### config.mk
export PLATFORM = sky130hd
export DESIGN_NAME = atari_shifter
export DESIGN_NICKNAME = d
export VERILOG_FILES = /design/src/shifter_regs_pkg.sv /design/src/video_timing_pkg.sv /design/src/cpu_regs.sv /design/src/video_timing.sv /design/src/video_fetch.sv /design/src/pixel_shifter.sv /design/src/atari_shifter.sv
export SDC_FILE = /design/constraint.sdc
export NUM_CORES = 1
export LEC_CHECK = 0
export BUFFER_PORTS_ARGS = -buffer_cell sky130_fd_sc_hd__buf_2
export CAP_MARGIN = 20
export CORE_MARGIN = 1.5
export CORE_UTILIZATION = 50
export CTS_BUF_LIST = sky130_fd_sc_hd__clkbuf_8
export DETAILED_ROUTE_END_ITERATION = 10
export GPL_TIMING_DRIVEN = 0
export PLACE_DENSITY_LB_ADDON = 0.3
export REMOVE_ABC_BUFFERS = 1
export SLEW_MARGIN = 20
export SYNTH_ARGS = -nofsm -noshare
export SYNTH_HDL_FRONTEND = slang
export SYNTH_SLANG_ARGS = --single-unit
### constraint.sdc
create_clock -name clk -period 2.9 [get_ports clk]
set_input_delay 0.58 -clock clk [delete_from_list [all_inputs] [get_ports clk]]
set_output_delay 0.58 -clock clk [all_outputs]
set_load 0.01 [all_outputs]
### src/shifter_regs_pkg.sv
// shifter register package: register map, shift modes, palette and video address types
`default_nettype none

package shifter_regs_pkg;

	// ------------------------------
	// data types
	// ------------------------------

	// word address into video memory (byte address bits 23:1)
	typedef logic [22:0] vaddr_t;

	// cpu side data and register word address
	typedef logic [15:0] cpu_data_t;
	typedef logic [5:0]  reg_addr_t;

	// shift mode decides the number of bitplanes fetched per 16 pixels
	typedef enum logic [1:0] {
		SHMODE_LOW  = 2'd0,
		SHMODE_MID  = 2'd1,
		SHMODE_MONO = 2'd2
	} shmode_t;

	// palette index and one colour channel, only bits 2:0 are ever stored
	typedef logic [3:0] color_idx_t;
	typedef logic [3:0] color_chan_t;

	// one word of a single bitplane and the plane number
	typedef logic [15:0] plane_word_t;
	typedef logic [1:0]  plane_sel_t;

	// ------------------------------
	// register map (word addresses)
	// ------------------------------
	localparam reg_addr_t REG_BASE_HI       = 6'h00;
	localparam reg_addr_t REG_BASE_MID      = 6'h01;
	localparam reg_addr_t REG_VCNT_HI       = 6'h02;
	localparam reg_addr_t REG_VCNT_MID      = 6'h03;
	localparam reg_addr_t REG_VCNT_LO       = 6'h04;
	localparam reg_addr_t REG_PALETTE_FIRST = 6'h20;
	localparam reg_addr_t REG_PALETTE_LAST  = 6'h2f;
	localparam reg_addr_t REG_SHMODE        = 6'h30;

	// screen at byte address 0x010000, mono after reset
	localparam vaddr_t  RESET_BASE   = 23'h008000;
	localparam shmode_t RESET_SHMODE = SHMODE_MONO;

endpackage

`default_nettype wire

### src/video_timing_pkg.sv
// video timing package: frame geometry, counter type and display state encoding
`default_nettype none

package video_timing_pkg;

	// horizontal and vertical counter
	typedef logic [9:0] pos_t;

	// display states, sync and blank both force the output dark
	typedef enum logic [1:0] {
		ST_SYNC   = 2'd0,
		ST_BLANK  = 2'd1,
		ST_BORDER = 2'd2,
		ST_DISP   = 2'd3
	} disp_state_t;

	// horizontal geometry in clocks, a line is H_END+1 = 96 clocks
	localparam pos_t H_DISPLAY      = 10'd64;
	localparam pos_t H_BORDER_RIGHT = 10'd72;
	localparam pos_t H_BLANK_RIGHT  = 10'd76;
	localparam pos_t H_SYNC         = 10'd84;
	localparam pos_t H_BLANK_LEFT   = 10'd88;
	localparam pos_t H_END          = 10'd95;

	// vertical geometry in lines, a frame is V_END+1 = 16 lines
	localparam pos_t V_DISPLAY    = 10'd8;
	localparam pos_t V_BORDER_BOT = 10'd10;
	localparam pos_t V_BLANK_BOT  = 10'd11;
	localparam pos_t V_SYNC       = 10'd13;
	localparam pos_t V_BLANK_TOP  = 10'd14;
	localparam pos_t V_END        = 10'd15;

	// memory fetch runs one plane word group ahead of the display
	localparam pos_t FETCH_LEAD        = 10'd16;
	localparam int   PLANE_WORD_PIXELS = 16;

endpackage

`default_nettype wire

### src/cpu_regs.sv
// cpu register file: video base, shift mode and palette with byte strobes and read-back
`default_nettype none

module cpu_regs (
	input  wire                           clk,
	input  wire                           cpu_reset,
	input  wire                           cpu_sel,
	input  wire                           cpu_rw,
	input  shifter_regs_pkg::reg_addr_t   cpu_addr,
	input  shifter_regs_pkg::cpu_data_t   cpu_din,
	input  wire                           cpu_uds,
	input  wire                           cpu_lds,
	output shifter_regs_pkg::cpu_data_t   cpu_dout,
	input  shifter_regs_pkg::vaddr_t      vaddr,
	output shifter_regs_pkg::vaddr_t      base_addr,
	output shifter_regs_pkg::shmode_t     shmode,
	input  shifter_regs_pkg::color_idx_t  color_index,
	output shifter_regs_pkg::color_chan_t pal_r,
	output shifter_regs_pkg::color_chan_t pal_g,
	output shifter_regs_pkg::color_chan_t pal_b
);

	// ST palette keeps three bits per channel
	logic [2:0] palette_r [16];
	logic [2:0] palette_g [16];
	logic [2:0] palette_b [16];

	logic wr_en;
	logic pal_hit;

	// strobes are active low
	assign wr_en   = cpu_sel && !cpu_rw;
	assign pal_hit = (cpu_addr >= shifter_regs_pkg::REG_PALETTE_FIRST) &&
		(cpu_addr <= shifter_regs_pkg::REG_PALETTE_LAST);

	// ------------------------------
	// register write
	// ------------------------------
	always_ff @(posedge clk) begin
		if (cpu_reset) begin
			base_addr <= shifter_regs_pkg::RESET_BASE;
			shmode    <= shifter_regs_pkg::RESET_SHMODE;
		end else if (wr_en) begin
			// base hi and mid sit in the low byte
			if (!cpu_lds) begin
				if (cpu_addr == shifter_regs_pkg::REG_BASE_HI)
					base_addr[22:15] <= cpu_din[7:0];
				if (cpu_addr == shifter_regs_pkg::REG_BASE_MID)
					base_addr[14:7] <= cpu_din[7:0];
				// no low byte on the ST, any base write zeroes it
				if (cpu_addr == shifter_regs_pkg::REG_BASE_HI ||
					cpu_addr == shifter_regs_pkg::REG_BASE_MID)
					base_addr[6:0] <= 7'h00;
			end
			// shift mode lives in the high byte
			if (!cpu_uds && cpu_addr == shifter_regs_pkg::REG_SHMODE)
				shmode <= shifter_regs_pkg::shmode_t'(cpu_din[9:8]);
		end
	end

	// palette memory, red in the high byte, green and blue in the low byte
	always_ff @(posedge clk) begin
		if (wr_en && pal_hit) begin
			if (!cpu_uds)
				palette_r[cpu_addr[3:0]] <= cpu_din[10:8];
			if (!cpu_lds) begin
				palette_g[cpu_addr[3:0]] <= cpu_din[6:4];
				palette_b[cpu_addr[3:0]] <= cpu_din[2:0];
			end
		end
	end

	// ------------------------------
	// register read
	// ------------------------------
	always_comb begin
		cpu_dout = '0;
		if (cpu_sel && cpu_rw) begin
			case (cpu_addr)
				shifter_regs_pkg::REG_BASE_HI:  cpu_dout = {8'h00, base_addr[22:15]};
				shifter_regs_pkg::REG_BASE_MID: cpu_dout = {8'h00, base_addr[14:7]};
				// live address counter, read only
				shifter_regs_pkg::REG_VCNT_HI:  cpu_dout = {8'h00, vaddr[22:15]};
				shifter_regs_pkg::REG_VCNT_MID: cpu_dout = {8'h00, vaddr[14:7]};
				shifter_regs_pkg::REG_VCNT_LO:  cpu_dout = {8'h00, vaddr[6:0], 1'b0};
				shifter_regs_pkg::REG_SHMODE:   cpu_dout = {6'h00, shmode, 8'h00};
				default: begin
					// unused bit 3 of each nibble reads as zero
					if (pal_hit)
						cpu_dout = {5'h00, palette_r[cpu_addr[3:0]], 1'b0,
							palette_g[cpu_addr[3:0]], 1'b0, palette_b[cpu_addr[3:0]]};
				end
			endcase
		end
	end

	// second port for the pixel path
	assign pal_r = {1'b0, palette_r[color_index]};
	assign pal_g = {1'b0, palette_g[color_index]};
	assign pal_b = {1'b0, palette_b[color_index]};

endmodule

`default_nettype wire

### src/video_timing.sv
// video timing generator: line and frame counters, display states, syncs and fetch window
`default_nettype none

module video_timing (
	input  wire                   clk,
	input  wire                   cpu_reset,
	output video_timing_pkg::pos_t hcnt,
	output logic                  fetch_en,
	output logic                  frame_reload,
	output logic                  blank,
	output logic                  border,
	output logic                  hs,
	output logic                  vs
);

	video_timing_pkg::pos_t        vcnt;
	video_timing_pkg::disp_state_t h_state;
	video_timing_pkg::disp_state_t v_state;

	// next line is a display line, sampled once per line ahead of the fetch window
	logic fetch_v;

	// ------------------------------
	// horizontal
	// ------------------------------
	// states change one clock early so they line up with hcnt
	always_ff @(posedge clk) begin
		if (cpu_reset) begin
			hcnt    <= '0;
			h_state <= video_timing_pkg::ST_DISP;
		end else begin
			hcnt <= (hcnt == video_timing_pkg::H_END) ? '0 : hcnt + 10'd1;
			case (h_state)
				video_timing_pkg::ST_DISP:
					if (hcnt == video_timing_pkg::H_DISPLAY - 10'd1)
						h_state <= video_timing_pkg::ST_BORDER;
				video_timing_pkg::ST_BORDER:
					if (hcnt == video_timing_pkg::H_BORDER_RIGHT - 10'd1)
						h_state <= video_timing_pkg::ST_BLANK;
				// blank occurs twice per line, around the sync pulse
				video_timing_pkg::ST_BLANK:
					if (hcnt == video_timing_pkg::H_SYNC - 10'd1)
						h_state <= video_timing_pkg::ST_SYNC;
					else if (hcnt == video_timing_pkg::H_END)
						h_state <= video_timing_pkg::ST_DISP;
				default:
					if (hcnt == video_timing_pkg::H_BLANK_LEFT - 10'd1)
						h_state <= video_timing_pkg::ST_BLANK;
			endcase
		end
	end

	// ------------------------------
	// vertical, steps at hsync start
	// ------------------------------
	always_ff @(posedge clk) begin
		if (cpu_reset) begin
			vcnt    <= '0;
			v_state <= video_timing_pkg::ST_DISP;
		end else if (hcnt == video_timing_pkg::H_SYNC) begin
			vcnt <= (vcnt == video_timing_pkg::V_END) ? '0 : vcnt + 10'd1;
			case (v_state)
				video_timing_pkg::ST_DISP:
					if (vcnt == video_timing_pkg::V_DISPLAY - 10'd1)
						v_state <= video_timing_pkg::ST_BORDER;
				video_timing_pkg::ST_BORDER:
					if (vcnt == video_timing_pkg::V_BORDER_BOT - 10'd1)
						v_state <= video_timing_pkg::ST_BLANK;
				video_timing_pkg::ST_BLANK:
					if (vcnt == video_timing_pkg::V_SYNC - 10'd1)
						v_state <= video_timing_pkg::ST_SYNC;
					else if (vcnt == video_timing_pkg::V_END)
						v_state <= video_timing_pkg::ST_DISP;
				default:
					if (vcnt == video_timing_pkg::V_BLANK_TOP - 10'd1)
						v_state <= video_timing_pkg::ST_BLANK;
			endcase
		end
	end

	// vcnt still holds the previous line when the window opens at hcnt 80
	always_ff @(posedge clk) begin
		if (cpu_reset)
			fetch_v <= 1'b0;
		else if (hcnt == video_timing_pkg::H_END - video_timing_pkg::FETCH_LEAD)
			fetch_v <= (vcnt == video_timing_pkg::V_END) ||
				(vcnt < video_timing_pkg::V_DISPLAY - 10'd1);
	end

	// window wraps: tail of previous line plus the first 48 clocks
	assign fetch_en = fetch_v &&
		((hcnt > video_timing_pkg::H_END - video_timing_pkg::FETCH_LEAD) ||
		(hcnt < video_timing_pkg::H_DISPLAY - video_timing_pkg::FETCH_LEAD));

	// reload the address counter once per frame, well clear of the display
	assign frame_reload = (hcnt == video_timing_pkg::H_END) &&
		(vcnt == video_timing_pkg::V_BLANK_BOT);

	assign blank = (h_state == video_timing_pkg::ST_SYNC) ||
		(h_state == video_timing_pkg::ST_BLANK) ||
		(v_state == video_timing_pkg::ST_SYNC) ||
		(v_state == video_timing_pkg::ST_BLANK);
	assign border = (h_state == video_timing_pkg::ST_BORDER) ||
		(v_state == video_timing_pkg::ST_BORDER);

	// active low syncs
	assign hs = (h_state != video_timing_pkg::ST_SYNC);
	assign vs = (v_state != video_timing_pkg::ST_SYNC);

endmodule

`default_nettype wire

### src/video_fetch.sv
// video fetch engine: address counter, plane sequencing, read strobe and plane latches
`default_nettype none

module video_fetch (
	input  wire                           clk,
	input  wire                           cpu_reset,
	input  shifter_regs_pkg::shmode_t     shmode,
	input  shifter_regs_pkg::vaddr_t      base_addr,
	input  video_timing_pkg::pos_t        hcnt,
	input  wire                           fetch_en,
	input  wire                           frame_reload,
	input  shifter_regs_pkg::plane_word_t data,
	output logic                          read,
	output shifter_regs_pkg::vaddr_t      vaddr,
	output shifter_regs_pkg::plane_word_t plane_data0,
	output shifter_regs_pkg::plane_word_t plane_data1,
	output shifter_regs_pkg::plane_word_t plane_data2,
	output shifter_regs_pkg::plane_word_t plane_data3
);

	logic [2:0]                     nplanes;
	shifter_regs_pkg::plane_sel_t   plane;
	shifter_regs_pkg::plane_word_t  plane_latch [4];

	// planes per 16 pixel group
	always_comb begin
		case (shmode)
			shifter_regs_pkg::SHMODE_LOW: nplanes = 3'd4;
			shifter_regs_pkg::SHMODE_MID: nplanes = 3'd2;
			default:                      nplanes = 3'd1;
		endcase
	end

	// one read every fourth clock, group slot hcnt[3:2] selects the plane
	assign read = fetch_en && (hcnt[1:0] == 2'b00) && ({1'b0, hcnt[3:2]} < nplanes);

	// address and plane counter
	always_ff @(posedge clk) begin
		if (cpu_reset) begin
			vaddr <= shifter_regs_pkg::RESET_BASE;
			plane <= '0;
		end else if (frame_reload) begin
			vaddr <= base_addr;
			plane <= '0;
		end else if (read) begin
			vaddr <= vaddr + 23'd1;
			if (plane == shifter_regs_pkg::plane_sel_t'(nplanes - 3'd1))
				plane <= '0;
			else
				plane <= plane + 2'd1;
		end
	end

	// memory answers in the read cycle, the word is taken at its closing edge
	always_ff @(posedge clk) begin
		if (read) begin
			plane_latch[plane] <= data;
			// planes outside the mode must feed zero into the index
			if (nplanes < 3'd4) begin
				plane_latch[2] <= '0;
				plane_latch[3] <= '0;
			end
			if (nplanes < 3'd2)
				plane_latch[1] <= '0;
		end
	end

	assign plane_data0 = plane_latch[0];
	assign plane_data1 = plane_latch[1];
	assign plane_data2 = plane_latch[2];
	assign plane_data3 = plane_latch[3];

endmodule

`default_nettype wire

### src/pixel_shifter.sv
// pixel output stage: bitplane shift registers, palette or mono pixel, blanking register
`default_nettype none

module pixel_shifter (
	input  wire                           clk,
	input  wire                           cpu_reset,
	input  shifter_regs_pkg::shmode_t     shmode,
	input  video_timing_pkg::pos_t        hcnt,
	input  wire                           blank,
	input  wire                           border,
	input  shifter_regs_pkg::plane_word_t plane_data0,
	input  shifter_regs_pkg::plane_word_t plane_data1,
	input  shifter_regs_pkg::plane_word_t plane_data2,
	input  shifter_regs_pkg::plane_word_t plane_data3,
	output shifter_regs_pkg::color_idx_t  color_index,
	input  shifter_regs_pkg::color_chan_t pal_r,
	input  shifter_regs_pkg::color_chan_t pal_g,
	input  shifter_regs_pkg::color_chan_t pal_b,
	output shifter_regs_pkg::color_chan_t video_r,
	output shifter_regs_pkg::color_chan_t video_g,
	output shifter_regs_pkg::color_chan_t video_b
);

	shifter_regs_pkg::plane_word_t shift_reg [4];
	logic                          mono;
	logic                          mono_bit;

	// reload on the last pixel of a group, msb is the current pixel
	always_ff @(posedge clk) begin
		if (hcnt[3:0] == 4'(video_timing_pkg::PLANE_WORD_PIXELS - 1)) begin
			shift_reg[0] <= plane_data0;
			shift_reg[1] <= plane_data1;
			shift_reg[2] <= plane_data2;
			shift_reg[3] <= plane_data3;
		end else begin
			for (int i = 0; i < 4; i++)
				shift_reg[i] <= {shift_reg[i][14:0], 1'b0};
		end
	end

	assign mono = (shmode == shifter_regs_pkg::SHMODE_MONO);

	// mono looks up entry 0 to get the inversion bit from its blue
	assign color_index = (border || mono) ? '0 :
		{shift_reg[3][15], shift_reg[2][15], shift_reg[1][15], shift_reg[0][15]};

	// border shows as background in mono as well
	assign mono_bit = (shift_reg[0][15] && !border) ^ pal_b[0];

	// output register, one clock behind hcnt
	always_ff @(posedge clk) begin
		if (cpu_reset || blank) begin
			video_r <= '0;
			video_g <= '0;
			video_b <= '0;
		end else if (mono) begin
			video_r <= {4{mono_bit}};
			video_g <= {4{mono_bit}};
			video_b <= {4{mono_bit}};
		end else begin
			video_r <= pal_r;
			video_g <= pal_g;
			video_b <= pal_b;
		end
	end

endmodule

`default_nettype wire

### src/atari_shifter.sv
// atari st video shifter top: register file, timing, fetch engine and pixel output
`default_nettype none

module atari_shifter (
	input  wire                           clk,
	input  wire                           cpu_reset,
	// cpu register port
	input  wire                           cpu_sel,
	input  wire                           cpu_rw,
	input  shifter_regs_pkg::reg_addr_t   cpu_addr,
	input  shifter_regs_pkg::cpu_data_t   cpu_din,
	input  wire                           cpu_uds,
	input  wire                           cpu_lds,
	output shifter_regs_pkg::cpu_data_t   cpu_dout,
	// video memory port
	output logic                          read,
	output shifter_regs_pkg::vaddr_t      vaddr,
	input  shifter_regs_pkg::plane_word_t data,
	// screen
	output logic                          hs,
	output logic                          vs,
	output shifter_regs_pkg::color_chan_t video_r,
	output shifter_regs_pkg::color_chan_t video_g,
	output shifter_regs_pkg::color_chan_t video_b
);

	shifter_regs_pkg::vaddr_t      base_addr;
	shifter_regs_pkg::shmode_t     shmode;
	shifter_regs_pkg::color_idx_t  color_index;
	shifter_regs_pkg::color_chan_t pal_r;
	shifter_regs_pkg::color_chan_t pal_g;
	shifter_regs_pkg::color_chan_t pal_b;
	video_timing_pkg::pos_t        hcnt;
	logic                          fetch_en;
	logic                          frame_reload;
	logic                          blank;
	logic                          border;
	shifter_regs_pkg::plane_word_t plane_data0;
	shifter_regs_pkg::plane_word_t plane_data1;
	shifter_regs_pkg::plane_word_t plane_data2;
	shifter_regs_pkg::plane_word_t plane_data3;

	cpu_regs regs0 (
		.clk(clk), .cpu_reset(cpu_reset),
		.cpu_sel(cpu_sel), .cpu_rw(cpu_rw), .cpu_addr(cpu_addr), .cpu_din(cpu_din),
		.cpu_uds(cpu_uds), .cpu_lds(cpu_lds), .cpu_dout(cpu_dout),
		.vaddr(vaddr), .base_addr(base_addr), .shmode(shmode),
		.color_index(color_index), .pal_r(pal_r), .pal_g(pal_g), .pal_b(pal_b)
	);

	video_timing timing0 (
		.clk(clk), .cpu_reset(cpu_reset), .hcnt(hcnt), .fetch_en(fetch_en),
		.frame_reload(frame_reload), .blank(blank), .border(border), .hs(hs), .vs(vs)
	);

	video_fetch fetch0 (
		.clk(clk), .cpu_reset(cpu_reset), .shmode(shmode), .base_addr(base_addr),
		.hcnt(hcnt), .fetch_en(fetch_en), .frame_reload(frame_reload),
		.data(data), .read(read), .vaddr(vaddr),
		.plane_data0(plane_data0), .plane_data1(plane_data1),
		.plane_data2(plane_data2), .plane_data3(plane_data3)
	);

	pixel_shifter shift0 (
		.clk(clk), .cpu_reset(cpu_reset), .shmode(shmode), .hcnt(hcnt),
		.blank(blank), .border(border),
		.plane_data0(plane_data0), .plane_data1(plane_data1),
		.plane_data2(plane_data2), .plane_data3(plane_data3),
		.color_index(color_index), .pal_r(pal_r), .pal_g(pal_g), .pal_b(pal_b),
		.video_r(video_r), .video_g(video_g), .video_b(video_b)
	);

endmodule

`default_nettype wire

==> results summary, run 1 <==
The total vias in the final route is 11321. STA classifies the critical path startpoint as a register. The logic gate share of total power is 4.0%.

Setup violations remaining at the end of the flow were counted as 8. During synthesis, Yosys emitted a total of 0 warnings. The number of antenna diodes is 0. The CTS clock-pin slew for the worst setup and hold paths is 0.07 ns. The overall fraction of global-route tracks in use came out at 24.6%. The via count of the first global-routing pass came to 10626.

The switching power is 2.35 mW. The die width came out at ~180 um. The number of clock buffers added by TritonCTS is 57. The number of ports placed on the die boundary came out at 98. In the post-synthesis netlist, the biggest area contributors are sky130_fd_sc_hd__edfxtp_1, sky130_fd_sc_hd__dfxtp_1, sky130_fd_sc_hd__mux4_2, sky130_fd_sc_hd__nand2_1, sky130_fd_sc_hd__nor2_1. The switching part of the total power is 21.8%. The slew at the pin closest to its max-slew limit is 1.01 ns. Among all flip-flop cells after synthesis, the most frequent one is sky130_fd_sc_hd__dfxtp_1. The count of nets left with antenna violations once routing finished came out at 0. The data required time at the worst endpoint came out at 2.32 ns.

The cts-stage hold buffer count came out at 0. The area of the placeable core came out at about 30000 sq um. The flow ran to the end, but the final reports show violations. The setup slack of the worst register-to-register path is 0.19 ns. Max-cap violations in this run came to 0.

In this run the critical register-to-register path is captured at shift0.video_r[0]. The clock sink total came out at 350. The sequential fraction of the synthesis area is 55.9%.

The final cycle utilization of the critical path came out at 102%. The largest total area in the synthesized netlist belongs to sky130_fd_sc_hd__edfxtp_1. Synthesis handed over a netlist of 1392 instances. The worst pin sits at a relative slew slack of around a third. The cell sitting at the root of the clock tree is a sky130_fd_sc_hd__clkbuf_8. The count of final max-slew check failures was 0. The H-tree level count came out at 2.

The count of fill cells added during filler insertion came out at 2450. The worst setup skew after layout came out at 0.0667 ns. The fraction of synthesized cell area taken by the top area cell type is around 31%. The buffer levels on the longest clock path is 3. The first detailed-routing pass ran for 8 iterations. The first global-routing pass estimated 59.6 mm of wire.

The total wire length after detailed routing came out at 39.2 mm. The number of library cell types mapped by synthesis is 66. The TritonCTS clock tree is yes. The total power density per cell area came out at between 600 and 700 nW/um^2. Cells fill between 50% and 60% of the core in the end. Setup repair after global routing could not meet its margin everywhere. The die outline area came out at 31800 sq um. The sequential share of power came out at between 40% and 50%. The maximum frequency from static timing analysis is 338 MHz. For this run, asynchronously set or reset flops after synthesis account for 0%.

In this run the tool buffered the top-level ports with 87 buffer cells. After synthesis, the mean cell area works out to approximately 11 sq um. The total congestion overflow after global routing is 0. The critical path is of the reg2out type. In the final layout, the share of cells above drive strength 1 is 21.6%. The cell count of the worst reg-to-reg path came out at 6. The standby leakage power came out at between 6 and 7 nW. After detailed routing, the average wire length per cell comes to 20.3 um. In this run the cell area of the synthesized design comes to 15400 sq um. Entering global routing, the biggest net connects 65 pins.

The critical path ends at cpu_dout[0]. The source of the worst register-to-register timing path is shift0.shift_reg[2][15]. The checks that failed: setup timing. After synthesis the netlist holds a flip-flop and latch count of 350.

Leaving out fill and tap cells, the most frequent cell in the layout is sky130_fd_sc_hd__nand2_1. The routability congestion estimate from global placement is approximately 0.86. The critical path startpoint is regs0.palette_b[1][0]. Using the TritonRoute via totals, the vias-per-cell ratio works out to 5.88. Across all setup checks in the final design, the least slack found is -0.0546 ns. STA puts the critical path data arrival time at 2.37 ns. The area growth from synthesis to layout is 16.1%. The detailed-placement wirelength estimate came out at 25.0 mm.

The internal portion of the total power is 8.46 mW. The library cells used most frequently in the layout, excluding fill and tap cells, are sky130_fd_sc_hd__nand2_1, sky130_fd_sc_hd__dfxtp_1, sky130_fd_sc_hd__edfxtp_1. The share of total power in the clock network came out at 46.8%. The min-delay analysis places its worst path in the category in2reg.

For the worst-skew pair, the clock arrives at the later sink with an insertion delay of 0.62 ns. The number of flops mapped to enable cells by yosys is 160. Power comes to between 10 and 15 mW. The biggest fanout along the worst timing path is 2. The count of unresolved DRC violations after routing is 0. The smallest clock period supported by the final layout is computed as 2.95 ns.

Once the floorplan was initialized, standard cells occupied around 51% of the core. The largest voltage drop on the vdd net is approximately 670 uV. The initial antenna violation count came out at 1.

The DRC marker count from the first detailed-route iteration came out at about 1200. The die span in y came out at 178 um. The final layout contains about 1500 nets.

Row generation in the floorplan step produced 64 rows. The number of hold violations in the final report is 0. The worst setup path is captured at a primary output.
[per-stage QoR]
stage / area, sq um / std cells / setup WS, ns / setup TNS [ns] / hold WS (ns)
5_1_grt: 17900 / 1926 / -0.121 / -0.784 / 0.186
3_5_place_dp: 16100 / 1795 / -0.879 / -43.57 / 0.404
3_3_place_gp: 15900 / 1785 / -2.48 / -254.87 / 0.402
4_1_cts: 17700 / 1917 / -0.0660 / -0.310 / 0.183
6_report: 17900 / 1926 / -0.0546 / -0.291 / 0.212
2_1_floorplan: 14900 / 1302 / -0.642 / -39.71 / 0.399
[critical path, cell delays in order (launching register included)]
cell and delay, ns:
sky130_fd_sc_hd__edfxtp_1 0.40, sky130_fd_sc_hd__mux4_2 0.51, sky130_fd_sc_hd__mux4_2 0.50, sky130_fd_sc_hd__nand2_1 0.10, sky130_fd_sc_hd__o21ai_2 0.10, sky130_fd_sc_hd__buf_2 0.15
[Yosys cell counts (10+ instances only)]
library cell / number
sky130_fd_sc_hd__a21oi_1: 43
sky130_fd_sc_hd__a22oi_1: 23
sky130_fd_sc_hd__a31oi_1: 19
sky130_fd_sc_hd__and3_1: 13
sky130_fd_sc_hd__buf_2: 30
sky130_fd_sc_hd__buf_4: 12
sky130_fd_sc_hd__clkbuf_1: 41
sky130_fd_sc_hd__dfxtp_1: 190
sky130_fd_sc_hd__edfxtp_1: 160
sky130_fd_sc_hd__ha_1: 11
sky130_fd_sc_hd__inv_1: 25
sky130_fd_sc_hd__mux2i_1: 38
sky130_fd_sc_hd__mux4_2: 69
sky130_fd_sc_hd__nand2_1: 298
sky130_fd_sc_hd__nand3_1: 46
sky130_fd_sc_hd__nor2_1: 129
sky130_fd_sc_hd__nor2b_1: 15
sky130_fd_sc_hd__nor3_1: 12
sky130_fd_sc_hd__o21ai_0: 38
sky130_fd_sc_hd__o21ai_1: 10
sky130_fd_sc_hd__xnor2_1: 31
[routing by layer]
| metal | part of all wire [%] | up-vias | GRT usage (%) |
|---|---|---|---|
| li1 | - | 5169 | - |
| met1 | 40 | 5446 | 33.0 |
| met2 | 47 | 583 | 38.7 |
| met3 | 8.8 | 121 | 4.90 |
| met4 | 3.8 | 2 | 11.1 |
| met5 | 0.033 | - | 0 |
[power groups by stage]
stage / registers [mW] / clock network [mW] / logic, mW
after floorplan: 5.42 / 0 / 0.216
after global placement: 5.42 / 0 / 0.388
after detailed placement: 5.43 / 0 / 0.403
after CTS: 5.32 / 5.11 / 0.431
after global routing: 5.33 / 5.33 / 0.473
final: 5.32 / 5.06 / 0.432
[repair_timing]
| item | 4_1_cts | 5_1_grt |
|---|---|---|
| pin swaps | 4 | 2 |
| gates resized for setup | 41 | 10 |
| buffers inserted | 12 | 8 |
| setup endpoints to repair | 91 | 21 |
| cloned | 3 | 1 |
[final cells by class]
type                    count  area [sq um]  share of cell area, %
repair inverters            1          11.3                 0.0630
multi-input cells         922          6320                   35.4
flip-flops and latches    350          8620                   48.2
repair buffers            120           906                   5.07
clock inverters            41           468                   2.62
well taps                 396           495                   2.77
clock buffers              66           908                   5.08
inverters                  30           139                  0.777
[how the worst min path moves through the flow]
stage                             from                       end  slack [ns]  cells after the start
4_1_cts                        data[8]  fetch0.plane_latch[0][8]        0.18                      1
3_5_place_dp   shift0.shift_reg[1][13]   shift0.shift_reg[1][14]        0.40                      2
6_report                       data[8]  fetch0.plane_latch[0][8]        0.21                      1
2_1_floorplan   shift0.shift_reg[0][9]   shift0.shift_reg[0][10]        0.40                      2
3_3_place_gp    shift0.shift_reg[1][5]    shift0.shift_reg[1][6]        0.40                      2
5_1_grt                        data[8]  fetch0.plane_latch[0][8]        0.19                      1
[logic make-up (layout without fill, tap and decap cells)]
kind of cell	Yosys count	count (layout)	share of synthesized area [%]
simple gates	585	585	17.1
other cells	1	5	0.0244
fa+ha+maj	11	11	0.894
mux	109	109	12.9
flops	350	350	55.9
buf+inv	124	258	3.80
xor+xnor	39	39	2.22
compound gates	173	173	7.18
(Power assumes the default switching activity.)
==> run 2, diff against run 1 <==
- SYNTH_HIERARCHICAL: unset -> 1
==> results summary, run 2 <==
The switching power is 2.21 mW (-6.3%). The largest voltage drop on the vdd net came out at 472 uV (-29%). The buffer levels on the longest clock path is 3 (unchanged).

The sequential share of power was 53.7% (+4.5 points). The max-slew headroom at the worst pin is 40.0% (+7.2 points). The DRC marker count from the first detailed-route iteration came out at 934 (-19%). The number of flops mapped to enable cells by yosys is 160 (unchanged). The final cell count without fillers came out at 1750 (-9.1%). The share of async-settable or async-resettable flops after synthesis is 0% (unchanged). The critical path is of the reg2out type. The standby leakage power came out at 6.81 nW (-2.2%). The most critical setup path has its startpoint at regs0/palette_r[3][0].

The fraction of layout instances using a drive strength above 1 is 31.3% (+9.7 points). The data required time at the worst endpoint came out at 2.32 ns (about the same). The detailed-placement wirelength estimate came out at 23.5 mm (-5.8%).

The post-synthesis register bit count came out at 352 (+0.57%). The number of placed instances with taps included came out at 1609 (-10%). The tree is rooted in a sky130_fd_sc_hd__clkbuf_8. The source of the worst register-to-register timing path is regs0/shmode[1]. The critical-path cell with the highest stage delay is sky130_fd_sc_hd__mux4_2. The library cell with the largest summed area after synthesis is sky130_fd_sc_hd__edfxtp_1.

The maximum number of pins on one net before global-route repair came to 64 (-1.5%). The clock sink total is 352 (+0.57%). Setup repair after global routing could not meet its margin everywhere. The peak per-stage delay on the critical path is 0.49 ns (-0.02 ns).

The internal power of the cells is 7.67 mW (-9.3%). The logic gate share of total power is 4.2% (+0.2 points). The initial antenna violation count was 0 (-1). The number of ports placed on the die boundary is 98 (unchanged). The die span in y came out at 180 um (+0.90%).

The final net count came out at 1364 (-11%). The library cell used most frequently in the layout, excluding fill and tap cells, is sky130_fd_sc_hd__dfxtp_1. The H-tree level count is 2 (unchanged). The cts-stage hold buffer count is 0 (unchanged).

The count of unresolved DRC violations after routing is 0 (unchanged). The area of the placeable core is 30700 sq um (+1.1%). The die outline area is 32400 sq um (+1.8%). In this run the most critical hold path is launched from data[10]. The element type at the critical path start is a register. Sorting the synthesized cells by how often they occur yields sky130_fd_sc_hd__dfxtp_1, sky130_fd_sc_hd__edfxtp_1, sky130_fd_sc_hd__nor2_1.

The total wire length after detailed routing is 37.0 mm (-5.7%). The total vias in the final route is 10559 (-6.7%). The total power density per cell area is 547 nW/um^2 (-9.6%). The max-capacitance violation count came out at 0 (unchanged). The total iterations of the first detailed-routing run came out at 7 (-1). The biggest fanout along the worst timing path is 2 (unchanged).

The number of clock buffers inserted by TritonCTS came out at 54 (-5.3%). The TritonCTS clock tree is yes. The number of routed nets with antenna violations came out at 0 (unchanged). The final cycle utilization of the critical path came out at 99.4% (-2.5 points). Walking the worst path, the cells encountered are mux4_2, mux2_4, a221o_1, buf_2. The worst hold path belongs to the class in2reg. The count of fill cells added during filler insertion is 2453 (+0.12%). The die width came out at 180 um (+0.90%). The via count of the first global-routing pass is 10387 (-2.2%). The routability congestion estimate from global placement was 0.881 (+2.1%). The CTS clock-pin slew for the worst setup and hold paths is 0.06 ns (about the same). The wire length of the first global-routing pass is 57.6 mm (-3.4%).

The count of mapped cells out of synthesis is 1195 (-14%). The area growth from synthesis to layout is 15.3%. The slew at the pin closest to its max-slew limit is 0.900 ns (-0.107 ns). The number of antenna diodes was 0 (unchanged). The number of warnings issued by yosys came out at 6 (+6). The worst setup skew after layout is 0.0481 ns (-0.0186 ns). The count of final max-slew check failures is 0 (unchanged). The post-route minimum period is 2.88 ns (-0.0714 ns).

The count of endpoints failing setup in the final report came to 0 (-8). The most common flop cell mapped by yosys is sky130_fd_sc_hd__dfxtp_1. Sorting the synthesized cells by area gives the leading types as sky130_fd_sc_hd__edfxtp_1, sky130_fd_sc_hd__dfxtp_1, sky130_fd_sc_hd__mux4_2, sky130_fd_sc_hd__mux2_2, sky130_fd_sc_hd__nor2_1. The number of library cell types mapped by synthesis is 82 (+24%).

The maximum frequency from static timing analysis was 347 MHz (+2.5%). The overall fraction of global-route tracks in use is 22.7% (-2.0 points). The fraction of synthesized cell area taken by the top area cell type is 30.7% (-0.56 points). STA classifies the critical path endpoint as a primary output. The switching part of the total power came out at 22.3% (+0.56 points). The share of total power in the clock network is 42.1% (-4.7 points).

The sequential fraction of the synthesis area is 55.2% (-0.75 points). Leaving out fill and tap cells, the most frequent cells in the layout are sky130_fd_sc_hd__dfxtp_1, sky130_fd_sc_hd__edfxtp_1, sky130_fd_sc_hd__nor2_1. The run finished with clean final reports.

The placement row count came out at 64 (unchanged). The mean post-synth cell area was 13.1 sq um (+19%). The clock latency of the later-clocked register in the worst-skew pair is 0.62 ns (about the same).

The initial cell density of the core came to 51.0% (+0.39 points). The worst endpoint data arrival time came out at 2.30 ns (-0.07 ns). The number of hold violations in the final report is 0 (unchanged).

The mean number of vias per cell came to 6.03 (+2.6%). The overall power after layout came out at 9.88 mW (-8.6%). The cell area after synthesis is 15700 sq um (+1.8%). The count of buffers from port buffering came out at 87 (unchanged).

The per-cell routed wire length is 21.1 um (+3.8%). The total congestion overflow after global routing is 0 (unchanged). The most repeated cell in the gate-level netlist after synthesis is sky130_fd_sc_hd__dfxtp_1.
==> run 2: stage by stage <==
stage / hold slack (ns) / utilization, % / setup TNS (ns) / worst slack, ns / area, sq um
finish: 0.208 / 58.8 / 0 / 0.0167 / 18100
global route: 0.181 / 58.8 / -0.344 / -0.0497 / 18100
CTS: 0.165 / 58.3 / 0 / 0.000735 / 17900
detailed placement: 0.423 / 53.1 / -57.08 / -1.82 / 16300
global placement: 0.418 / 52.4 / -221.67 / -4.80 / 16100
floorplan: 0.408 / - / -40.53 / -2.62 / 15200
==> run 2: area by class of cell <==
type | count | area (sq um) | area share (%)
flip-flops and latches | 352 | 8670 | 48.0
multi-input cells | 742 | 6660 | 36.9
repair buffers | 135 | 1020 | 5.65
clock buffers | 65 | 895 | 4.95
well taps | 396 | 495 | 2.74
clock inverters | 36 | 229 | 1.27
inverters | 23 | 98.8 | 0.547
repair inverters | 1 | 6.26 | 0.0346
==> run 2: repair_timing <==
item | in CTS | in global routing
cloned | 4 | 1
pin swaps | 10 | 10
setup endpoints to repair | 111 | 43
resized for setup | 43 | 26
setup buffers | 30 | 5
==> run 2: cell families (layout without fill, tap and decap cells) <==
family	count (synthesis)	count (layout)	synth area share, %
multiplexers	177	177	19.2
flip-flops	352	352	55.2
adder cells (fa/ha/maj)	11	11	0.878
XOR/XNOR	20	20	1.12
AND/OR/NAND/NOR	332	333	11.4
AO/OA/AOI/OAI	186	186	8.19
other	1	15	0.0239
buffers and inverters	116	260	3.98
==> run 2: worst paths after layout <==
path                               end  slack (ns)  cells past startpoint
max                        cpu_dout[8]        0.02                      4
min          fetch0/plane_latch[0][10]        0.21                      1
max reg2reg          shift0/video_g[0]        0.03                     10
min reg2reg     shift0/shift_reg[1][0]        0.43                      2
==> run 2: worst max-delay path: cells and delay by family, from the launching register on <==
| kind | cells | cell delay, ns |
|---|---|---|
| muxes | 2 | 0.79 |
| DFF | 1 | 0.39 |
| AOI/OAI and AO/OA | 1 | 0.39 |
| buffers and inverters | 1 | 0.17 |
==> run 2: power by group through the flow <==
| stage | combinational (mW) | clock (mW) | sequential, mW |
|---|---|---|---|
| 2_1_floorplan | 0.180 | 0 | 5.40 |
| 3_3_place_gp | 0.356 | 0 | 5.41 |
| 3_5_place_dp | 0.368 | 0 | 5.41 |
| 4_1_cts | 0.407 | 4.25 | 5.30 |
| 5_1_grt | 0.450 | 4.46 | 5.31 |
| 6_report | 0.418 | 4.16 | 5.30 |
==> run 2: per-layer routing <==
layer	wire, um	up-vias	GRT usage [%]
met5	0	-	0
met4	1210	0	9.01
met3	2530	87	3.60
met2	17600	450	36.6
met1	15600	5231	30.9
li1	-	4791	-
